==> config.mk <==
export PLATFORM = sky130hd
export DESIGN_NAME = gpio_wb
export DESIGN_NICKNAME = d
export VERILOG_FILES = /design/src/hw/gpio_pkg.sv /design/src/hw/gpio_pad_sync.sv /design/src/hw/gpio_regs.sv /design/src/hw/gpio_wb.sv /design/src/hw/gpio_wb_adapter.sv
export SDC_FILE = /design/constraint.sdc
export NUM_CORES = 1
export LEC_CHECK = 0
export BUFFER_PORTS_ARGS = -buffer_cell sky130_fd_sc_hd__buf_2
export CAP_MARGIN = 20
export CELL_PAD_IN_SITES_DETAIL_PLACEMENT = 0
export CELL_PAD_IN_SITES_GLOBAL_PLACEMENT = 2
export CORE_MARGIN = 4
export CORE_UTILIZATION = 32
export CTS_BUF_LIST = sky130_fd_sc_hd__clkbuf_8
export CTS_CLUSTER_SIZE = 24
export DETAILED_ROUTE_END_ITERATION = 16
export PLACE_DENSITY_LB_ADDON = 0.1
export SETUP_SLACK_MARGIN = 0.05
export SYNTH_ARGS = -nofsm -noshare
export SYNTH_HDL_FRONTEND = slang
export SYNTH_SLANG_ARGS = --single-unit
export TNS_END_PERCENT = 20
==> constraint.sdc <==
create_clock -name clk -period 4.2 [get_ports clk]
set_input_delay 0.63 -clock clk [delete_from_list [all_inputs] [get_ports clk]]
set_output_delay 0.63 -clock clk [all_outputs]
set_load 0.01 [all_outputs]
==> src/hw/gpio_pkg.sv <==
package gpio_pkg;

    // Bus address or data word
    typedef logic [31:0] word_t;

    // One strobe per byte lane
    typedef logic [3:0] strb_t;

    // One bit per GPIO pin
    typedef logic [15:0] pins_t;

    // Wishbone master to slave, 71 bits
    typedef struct packed {
        word_t adr;
        word_t dat;
        strb_t sel;
        logic  we;
        logic  cyc;
        logic  stb;
    } wb_req_t;

    // Wishbone slave to master, 33 bits
    typedef struct packed {
        word_t dat;
        logic  ack;
    } wb_rsp_t;

    // Simple memory request, 69 bits
    typedef struct packed {
        logic  valid;
        word_t addr;
        strb_t wstrb;      // Already masked by we
        word_t wdata;
    } mem_req_t;

    // Simple memory response, 33 bits
    typedef struct packed {
        word_t rdata;
        logic  ready;
    } mem_rsp_t;

    // Pad control outputs, 64 bits
    typedef struct packed {
        pins_t out;
        pins_t oeb;        // Active low output enable
        pins_t pu;
        pins_t pd;
    } pads_t;

endpackage

==> src/hw/gpio_pad_sync.sv <==
`timescale 1ns/1ns

module gpio_pad_sync (
    input  logic            clk,
    input  logic            resetn,
    input  gpio_pkg::pins_t pads_i,
    output gpio_pkg::pins_t pads_o
);

    import gpio_pkg::*;

    pins_t meta_q;                  // First stage, may go metastable
    pins_t sync_q;                  // Second stage, safe to use

    always_ff @(posedge clk) begin
        if (!resetn) begin
            meta_q <= '0;
            sync_q <= '0;
        end else begin
            meta_q <= pads_i;
            sync_q <= meta_q;
        end
    end

    assign pads_o = sync_q;

endmodule

==> src/hw/gpio_regs.sv <==
`timescale 1ns/1ns

module gpio_regs #(
    parameter gpio_pkg::word_t BASE_ADR = 32'h2100_0000,
    parameter logic [7:0]      DATA_OFS = 8'h00,
    parameter logic [7:0]      ENA_OFS  = 8'h04,
    parameter logic [7:0]      PU_OFS   = 8'h08,
    parameter logic [7:0]      PD_OFS   = 8'h0c
) (
    input  logic               clk,
    input  logic               resetn,
    input  gpio_pkg::mem_req_t mem_req_i,
    output gpio_pkg::mem_rsp_t mem_rsp_o,
    input  gpio_pkg::pins_t    pins_i,
    output gpio_pkg::pads_t    pads_o
);

    import gpio_pkg::*;

    typedef enum logic {
        IDLE,
        ACK
    } state_e;

    state_e state_q;
    state_e state_d;

    pads_t pads_q;
    word_t rdata_q;
    word_t rd_word;

    logic in_page;
    logic req_hit;
    logic accept;
    logic sel_data;
    logic sel_oeb;
    logic sel_pu;
    logic sel_pd;

    // Lanes 0 and 1 only, upper lanes have no storage
    function automatic pins_t lane_merge(input pins_t cur, input word_t wdata,
                                         input strb_t wstrb);
        pins_t res;
        res = cur;
        if (wstrb[0]) begin
            res[7:0] = wdata[7:0];
        end
        if (wstrb[1]) begin
            res[15:8] = wdata[15:8];
        end
        return res;
    endfunction

    assign in_page  = (mem_req_i.addr[31:8] == BASE_ADR[31:8]);
    assign sel_data = (mem_req_i.addr[7:0] == DATA_OFS);
    assign sel_oeb  = (mem_req_i.addr[7:0] == ENA_OFS);
    assign sel_pu   = (mem_req_i.addr[7:0] == PU_OFS);
    assign sel_pd   = (mem_req_i.addr[7:0] == PD_OFS);

    assign req_hit = mem_req_i.valid && in_page;
    assign accept  = req_hit && (state_q == IDLE);  // Ignored while ready is high

    // One-cycle ready pulse
    always_comb begin
        state_d = IDLE;
        case (state_q)
            IDLE: begin
                if (req_hit) begin
                    state_d = ACK;
                end
            end
            ACK: begin
                state_d = IDLE;
            end
            default: begin
                state_d = IDLE;
            end
        endcase
    end

    always_ff @(posedge clk) begin
        if (!resetn) begin
            state_q <= IDLE;
        end else begin
            state_q <= state_d;
        end
    end

    // Read-back word, unmapped offsets read zero
    always_comb begin
        rd_word = '0;
        if (sel_data) begin
            rd_word = {pads_q.out, pins_i};
        end else if (sel_oeb) begin
            rd_word = {16'h0000, pads_q.oeb};
        end else if (sel_pu) begin
            rd_word = {16'h0000, pads_q.pu};
        end else if (sel_pd) begin
            rd_word = {16'h0000, pads_q.pd};
        end
    end

    always_ff @(posedge clk) begin
        if (!resetn) begin
            pads_q.out <= '0;
            pads_q.oeb <= '1;               // All pins start as inputs
            pads_q.pu  <= '0;
            pads_q.pd  <= '0;
        end else if (accept) begin
            if (sel_data) begin
                pads_q.out <= lane_merge(pads_q.out, mem_req_i.wdata, mem_req_i.wstrb);
            end else if (sel_oeb) begin
                pads_q.oeb <= lane_merge(pads_q.oeb, mem_req_i.wdata, mem_req_i.wstrb);
            end else if (sel_pu) begin
                pads_q.pu <= lane_merge(pads_q.pu, mem_req_i.wdata, mem_req_i.wstrb);
            end else if (sel_pd) begin
                pads_q.pd <= lane_merge(pads_q.pd, mem_req_i.wdata, mem_req_i.wstrb);
            end
        end
    end

    // Captured at the accepting edge, valid with ready
    always_ff @(posedge clk) begin
        if (accept) begin
            rdata_q <= rd_word;
        end
    end

    assign mem_rsp_o.rdata = rdata_q;
    assign mem_rsp_o.ready = (state_q == ACK);
    assign pads_o          = pads_q;

    ready_single_cycle: assert property (
        @(posedge clk) disable iff (!resetn)
        mem_rsp_o.ready |=> !mem_rsp_o.ready
    ) else $error("ready high for two cycles");

    ready_after_request: assert property (
        @(posedge clk) disable iff (!resetn)
        mem_rsp_o.ready |-> $past(mem_req_i.valid && in_page)
    ) else $error("ready without a prior in-page request");

    pulls_reset: assert property (
        @(posedge clk)
        !resetn |=> (pads_o.pu == '0) && (pads_o.pd == '0)
    ) else $error("pull enables not cleared by reset");

endmodule

==> src/hw/gpio_wb.sv <==
`timescale 1ns/1ns

module gpio_wb #(
    parameter gpio_pkg::word_t BASE_ADR = 32'h2100_0000,
    parameter logic [7:0]      DATA_OFS = 8'h00,
    parameter logic [7:0]      ENA_OFS  = 8'h04,
    parameter logic [7:0]      PU_OFS   = 8'h08,
    parameter logic [7:0]      PD_OFS   = 8'h0c
) (
    input  logic              clk,
    input  logic              resetn,
    input  gpio_pkg::wb_req_t wb_req_i,
    output gpio_pkg::wb_rsp_t wb_rsp_o,
    input  gpio_pkg::pins_t   pads_in_i,
    output gpio_pkg::pads_t   pads_o
);

    import gpio_pkg::*;

    mem_req_t mem_req;
    mem_rsp_t mem_rsp;
    pins_t    pins_sync;            // Pad inputs in the clk domain

    // Bus protocol boundary
    gpio_wb_adapter u_adapter (
        .wb_req_i  (wb_req_i),
        .wb_rsp_o  (wb_rsp_o),
        .mem_req_o (mem_req),
        .mem_rsp_i (mem_rsp)
    );

    gpio_pad_sync u_pad_sync (
        .clk    (clk),
        .resetn (resetn),
        .pads_i (pads_in_i),
        .pads_o (pins_sync)
    );

    gpio_regs #(
        .BASE_ADR (BASE_ADR),
        .DATA_OFS (DATA_OFS),
        .ENA_OFS  (ENA_OFS),
        .PU_OFS   (PU_OFS),
        .PD_OFS   (PD_OFS)
    ) u_regs (
        .clk       (clk),
        .resetn    (resetn),
        .mem_req_i (mem_req),
        .mem_rsp_o (mem_rsp),
        .pins_i    (pins_sync),
        .pads_o    (pads_o)
    );

endmodule

==> src/hw/gpio_wb_adapter.sv <==
`timescale 1ns/1ns

module gpio_wb_adapter (
    input  gpio_pkg::wb_req_t  wb_req_i,
    output gpio_pkg::wb_rsp_t  wb_rsp_o,
    output gpio_pkg::mem_req_t mem_req_o,
    input  gpio_pkg::mem_rsp_t mem_rsp_i
);

    import gpio_pkg::*;

    strb_t wr_lanes;
    logic  bus_valid;

    // Strobe and cycle together open a request
    assign bus_valid = wb_req_i.cyc && wb_req_i.stb;

    // Reads carry no byte enables
    assign wr_lanes = wb_req_i.we ? wb_req_i.sel : '0;

    assign mem_req_o.valid = bus_valid;
    assign mem_req_o.addr  = wb_req_i.adr;
    assign mem_req_o.wstrb = wr_lanes;
    assign mem_req_o.wdata = wb_req_i.dat;

    // Response goes straight back to the bus
    assign wb_rsp_o.dat = mem_rsp_i.rdata;
    assign wb_rsp_o.ack = mem_rsp_i.ready;

    // A master holds cyc until it has seen ack, so ack without cyc means
    // the slave answered a cycle that was never opened or was abandoned
    always_comb begin
        ack_within_cycle: assert final (!(mem_rsp_i.ready && !wb_req_i.cyc))
            else $error("ack while cyc is low");
    end

endmodule

After elaboration in Yosys (flattened, before gate mapping)
Index checks and enable logic that the tools add are counted.
{"block": "totals", "regBits": 129, "in_bits": 89, "out_inout_bits": 97, "wordCells": 39}
{"block": "classes", "n_eq_ne": 4, "mux": 7, "bitwise_logic": 4, "reduce_logical": 12}
{"op": "32-bit two-way mux", "n": 3}
{"op": "24-bit by 22-bit == test with 1-bit output, second input constant", "n": 1}
{"op": "8-bit by 4-bit == test with 1-bit output, second input constant", "n": 2}
{"op": "16-bit two-way mux", "n": 1}
{"op": "6-bit AND reduction", "n": 2}
{"op": "5-bit AND reduction", "n": 2}
{"op": "8-bit by 3-bit == test with 1-bit output, second input constant", "n": 1}
{"op": "8-bit zero test", "n": 1}
{"op": "4-bit AND reduction", "n": 2}
{"op": "3-bit AND reduction", "n": 2}
{"op": "1-bit inverter", "n": 4}
{"op": "1-bit logical AND", "n": 3}
{"op": "2-bit two-way mux", "n": 1}
{"op": "1-bit case mux with 2 select lines", "n": 1}
{"op": "1-bit two-way mux", "n": 1}

Logic depth before layout (Yosys ltp)
{"block": "logic_depth", "ltp_word": 5, "ltp_mapped": 7, "mapped_depth_nobuf": 4}

Cells and area by module
A second synthesis with hierarchy kept.
{"block": "hier_totals", "cells_unflattened": 525, "hier_area_um2": 6028.3}
{"module": "gpio_regs", "n_inst": 1, "cells_each": 355, "area_each_um2": 4365.4, "seq_area_each_um2": 2262.2}
{"module": "gpio_pad_sync", "n_inst": 1, "cells_each": 67, "area_each_um2": 895.9, "seq_area_each_um2": 640.6}
{"module": "gpio_wb_adapter", "n_inst": 1, "cells_each": 103, "area_each_um2": 767.0, "seq_area_each_um2": 0.0}

Worst setup path after synthesis
No wires, ideal clock.
{"block": "synth_timing", "path_type": "input to register", "start": "input port wb_req_i[57] in the netlist's numbering", "end": "register u_regs.rdata_q[0], enable pin", "setup_time_ps": 422, "arrival_ps": 3043, "t_required_ps": 3778, "slack_ps": 736, "path_stages": 6, "n_path_buf": 3, "cell_sequence": "nor4_1 -> nand4_1 -> buf_2 -> buf_2 -> buf_2 -> nor2_1"}
{"block": "synth_between", "elab_chain_cells": 3}
{"element": "from (decl)", "line_no": "gpio_wb.sv:12", "text": "input gpio_pkg::wb_req_t wb_req_i,"}
{"element": "24-bit by 22-bit == test with 1-bit output", "line_no": "gpio_regs.sv:54", "text": "assign in_page = (mem_req_i.addr[31:8] == BASE_ADR[31:8]);"}
{"element": "1-bit logical AND", "line_no": "gpio_regs.sv:60", "text": "assign req_hit = mem_req_i.valid && in_page;"}
{"element": "1-bit logical AND", "line_no": "gpio_regs.sv:61", "text": "assign accept = req_hit && (state_q == IDLE);"}
{"element": "via u_regs.accept", "line_no": "gpio_regs.sv:34", "text": "logic accept;"}
{"element": "to (signal assigned)", "line_no": "gpio_regs.sv:125", "text": "rdata_q <= rd_word;"}
{"element": "to (decl)", "line_no": "gpio_regs.sv:29", "text": "word_t rdata_q;"}
The timed path passes the listed nets, and every way through them passes these cells.
A chain may end at the register's enable or synchronous reset.

Worst setup path in the final report
{"block": "layout_timing", "start": "input port wb_req_i[40] in the netlist's numbering", "end": "register u_regs.pads_q, in the netlist u_regs.pads_o[21]"}
{"block": "layout_between", "elab_chain_cells": 3, "elab_cells_between_ends": 6, "classes_between": "eq/ne: 2; bitwise: 2; reduce/logical: 2"}
{"element": "8-bit by 3-bit == test with 1-bit output / 8-bit zero test (equally long branches)", "line_no": "gpio_regs.sv:56, gpio_regs.sv:55"}
{"element": "1-bit inverter (no line)"}
{"element": "5-bit AND reduction (no line) (*)"}
{"element": "to (decl)", "line_no": "gpio_regs.sv:28", "text": "pads_t pads_q;"}
Every way passes the cells marked *; elsewhere a longest branch is shown, timed or not.

==> flow_metrics.env <==
export IMPL_wl_per_cell_um=17.91
export IMPL_clock_path_buffers=2
export IMPL_synth_seq_area_share_pct=55.25
export IMPL_r2r_start="u_regs.state_q"
export IMPL_drt_iter0_markers=273
export IMPL_fillers=1619
export IMPL_synth_async_sr_flop_share_pct=0
export IMPL_path_buf_inv=2
export IMPL_place_hpwl_um=10810
export IMPL_slew_violations=0
export IMPL_slew_headroom_pct=30.83
export IMPL_synth_edff_count=32
export IMPL_ant_nets=0
export IMPL_min_path_cells=2
export IMPL_hp_start="pads_in_i[4]"
export IMPL_first_global_vias=4038
export IMPL_min_period_ns=2.287
export IMPL_whs_ns=0.3876
export IMPL_netlist_area_leader_share_pct=36.96
export IMPL_initial_core_util_pct=32.84
export IMPL_dr_total_vias=4030
export IMPL_grt_pass1_wl_um=23090
export IMPL_status="completed"
export IMPL_worst_pin_slew_ns=1.035
export IMPL_ys_warn_count=0
export IMPL_finalSetupViolations=0
export IMPL_switching_share_pct=22.35
export IMPL_antenna_found_initial=2
export IMPL_hold_path_class="primary input to flop"
export IMPL_holdBufCountCts=0
export IMPL_peakVddDrop_mv=0.1738
export IMPL_slowest_delay_ns=0.83
export IMPL_crit_type="primary input to flop"
export IMPL_post_cts_buffers=0
export IMPL_critPathSlowestCell="nor4_4"
export IMPL_grtUsageMet1_pct=23.28
export IMPL_synthTopCellsByArea="dfxtp_1 (37%), edfxtp_1 (18%), mux2i_1 (9.1%), mux4_2 (6.9%), nand2_1 (5.9%)"
export IMPL_syn_area_per_cell_um2=11.55
export IMPL_p_leak_uw=0.002604
export IMPL_syn_inst=455
export IMPL_fin_nets=701
export IMPL_path_common_cell="nor4_4"
export IMPL_worst_path_stages=6
export IMPL_pin_count=186
export IMPL_power_frac_comb_pct=4.9
export IMPL_fmax_ghz=0.4373
export IMPL_drive_gt1_share_pct=37.28
export IMPL_drt_first_pass_iters=4
export IMPL_cp_arrival_ns=2.65
export IMPL_syn_cell_area_mm2=0.005254
export IMPL_grt_use_total_pct=16.48
export IMPL_die_w_um=136.1
export IMPL_gp_congestion=0.7713
export IMPL_syn_nets=544
export IMPL_ys_ff_latch=129
export IMPL_min_to="u_pad_sync.meta_q[4]"
export IMPL_numPortBuffers=167
export IMPL_maxCapViolations=0
export IMPL_ys_top_cells_by_count="dfxtp_1 (97), nand2_1 (82), and2_1 (49)"
export IMPL_timing_rr_end="u_regs.rdata_q[5]"
export IMPL_power_per_cell_area_mw_per_mm2=382.4
export IMPL_path_max_fanout=36
export IMPL_viasPerCell=4.781
export IMPL_intPower_uw=1996
export IMPL_seqPwrFrac_pct=50.0
export IMPL_hold_viol=0
export IMPL_core_mm2=0.01600
export IMPL_clock_root_buffer="clkbuf_8"
export IMPL_crit_family="simple AND/OR/NAND/NOR gates"
export IMPL_synth_most_common_cell="dfxtp_1"
export IMPL_grt_max_degree=61
export IMPL_dieArea_mm2=0.01853
export IMPL_clock_power_share_pct=45.1
export IMPL_syn_to_final_growth_pct=27.91
export IMPL_drt_wl_total_um=15100
export IMPL_rsz0062_at_grt="false"
export IMPL_synth_flop_cell="dfxtp_1"
export IMPL_cts_clk_slew_worst_paths_ns=0.08
export IMPL_top_usage_layer="met2"
export IMPL_row_count=46
export IMPL_use_met2_pct=23.86
export IMPL_cts_tree="done"
export IMPL_p_sw_uw=574.4
export IMPL_cts_resized=0
export IMPL_skew_ns=0.008272
export IMPL_ys_types=27
export IMPL_ff2ff_path_depth=4
export IMPL_fin_tns_setup_ns=0
export IMPL_crit_required_ns=4.57
export IMPL_worstSetupStartpointType="primary input"
export IMPL_fin_crit_sh_pct=54.44
export IMPL_die_height_um=136.1
export IMPL_cts_made_buffers=17
export IMPL_htree_levels=4
export IMPL_crit_chain="buf_2, nor4_4, buf_4, nand2_4, nor4_4, mux2i_1"
export IMPL_drc=0
export IMPL_end_kind="flop"
export IMPL_grt_overflow=0
export IMPL_clock_latency_ns=0.44
export IMPL_use_met3_pct=4.626
export IMPL_cts_sinks=129
export IMPL_reg2reg_setup_slack_ns=2.04
export IMPL_synth_top_area_cell="dfxtp_1"
[area by class of cell]
cell class              instances  area, um2  area share (%)
diodes                          2      5.005         0.07447
clock buffers                  18      247.7           3.686
clock inverters                14      188.9           2.811
multi-input cells             289       2207           32.84
flip-flops and latches        129       2903           43.19
well taps                     216      270.3           4.022
repair buffers                175      898.4           13.37
[how the worst max path moves through the flow]
stage            startpoint                 end  slack [ns]
2_1_floorplan  wb_req_i[57]   u_regs.rdata_q[0]        0.74
3_3_place_gp   wb_req_i[40]    u_regs.pads_o[3]        1.47
3_5_place_dp   wb_req_i[40]   u_regs.pads_o[18]        1.42
4_1_cts        wb_req_i[40]   u_regs.pads_o[21]        1.88
5_1_grt        wb_req_i[47]  u_regs.rdata_q[22]        1.71
6_report       wb_req_i[40]   u_regs.pads_o[21]        1.91
[routing by layer]
layer  up-vias  share of wire, %
met2       126                44
met4         0               2.0
li1       1963                 -
met1      1922                47
met3        19               6.9
met5         -                 0
[metrics by stage]
step	cells	setup slack (ns)	util [%]	area, um2	total power [uW]
after global placement	809	1.471	39.24	6279	1437
after detailed placement	809	1.418	39.24	6279	1440
after global routing	843	1.712	42.00	6720	2661
final	843	1.913	42.00	6720	2570
after floorplan	455	0.7355	-	5254	1375
after CTS	841	1.880	41.97	6715	2604
[sequential cells by signal (all words and copies together) (netlist names)]
register,flops
u_regs.rdata_q,32
u_pad_sync.meta_q,16
u_regs.state_q,1
u_regs.pads_o,64
u_pad_sync.pads_o,16
[kinds of logic (layout without fill, tap and decap cells)]
kind of cell	after synthesis	after routing	synth area share (%)
AND/OR/NAND/NOR	209	209	22.96
flip-flops	129	129	55.25
multiplexers	64	64	16.00
buffers and inverters	37	207	3.120
AO/OA/AOI/OAI	16	16	2.667
other	0	2	0
[power groups by stage]
stage	combinational [uW]	clock [uW]	sequential, uW
after floorplan	65.6	0	1310
after global placement	124	0	1310
after detailed placement	127	0	1310
after CTS	127	1190	1280
after global routing	139	1240	1280
final	126	1160	1280
[layout by cell type (no fill, tap or decap), types with 5 or more instances in the layout]
cell type  netlist  layout
edfxtp_1        32      32
nand3_1         18      18
buf_2           11     166
buf_4            1       9
nand2_1         82      82
and3_1          17      17
or4_1           16      16
o41ai_1         16      16
and2_1          49      49
mux2i_1         48      48
mux4_2          16      16
nor4_4           5       5
dfxtp_1         97      97
clkbuf_8         0      18
(Power assumes the default switching activity.)
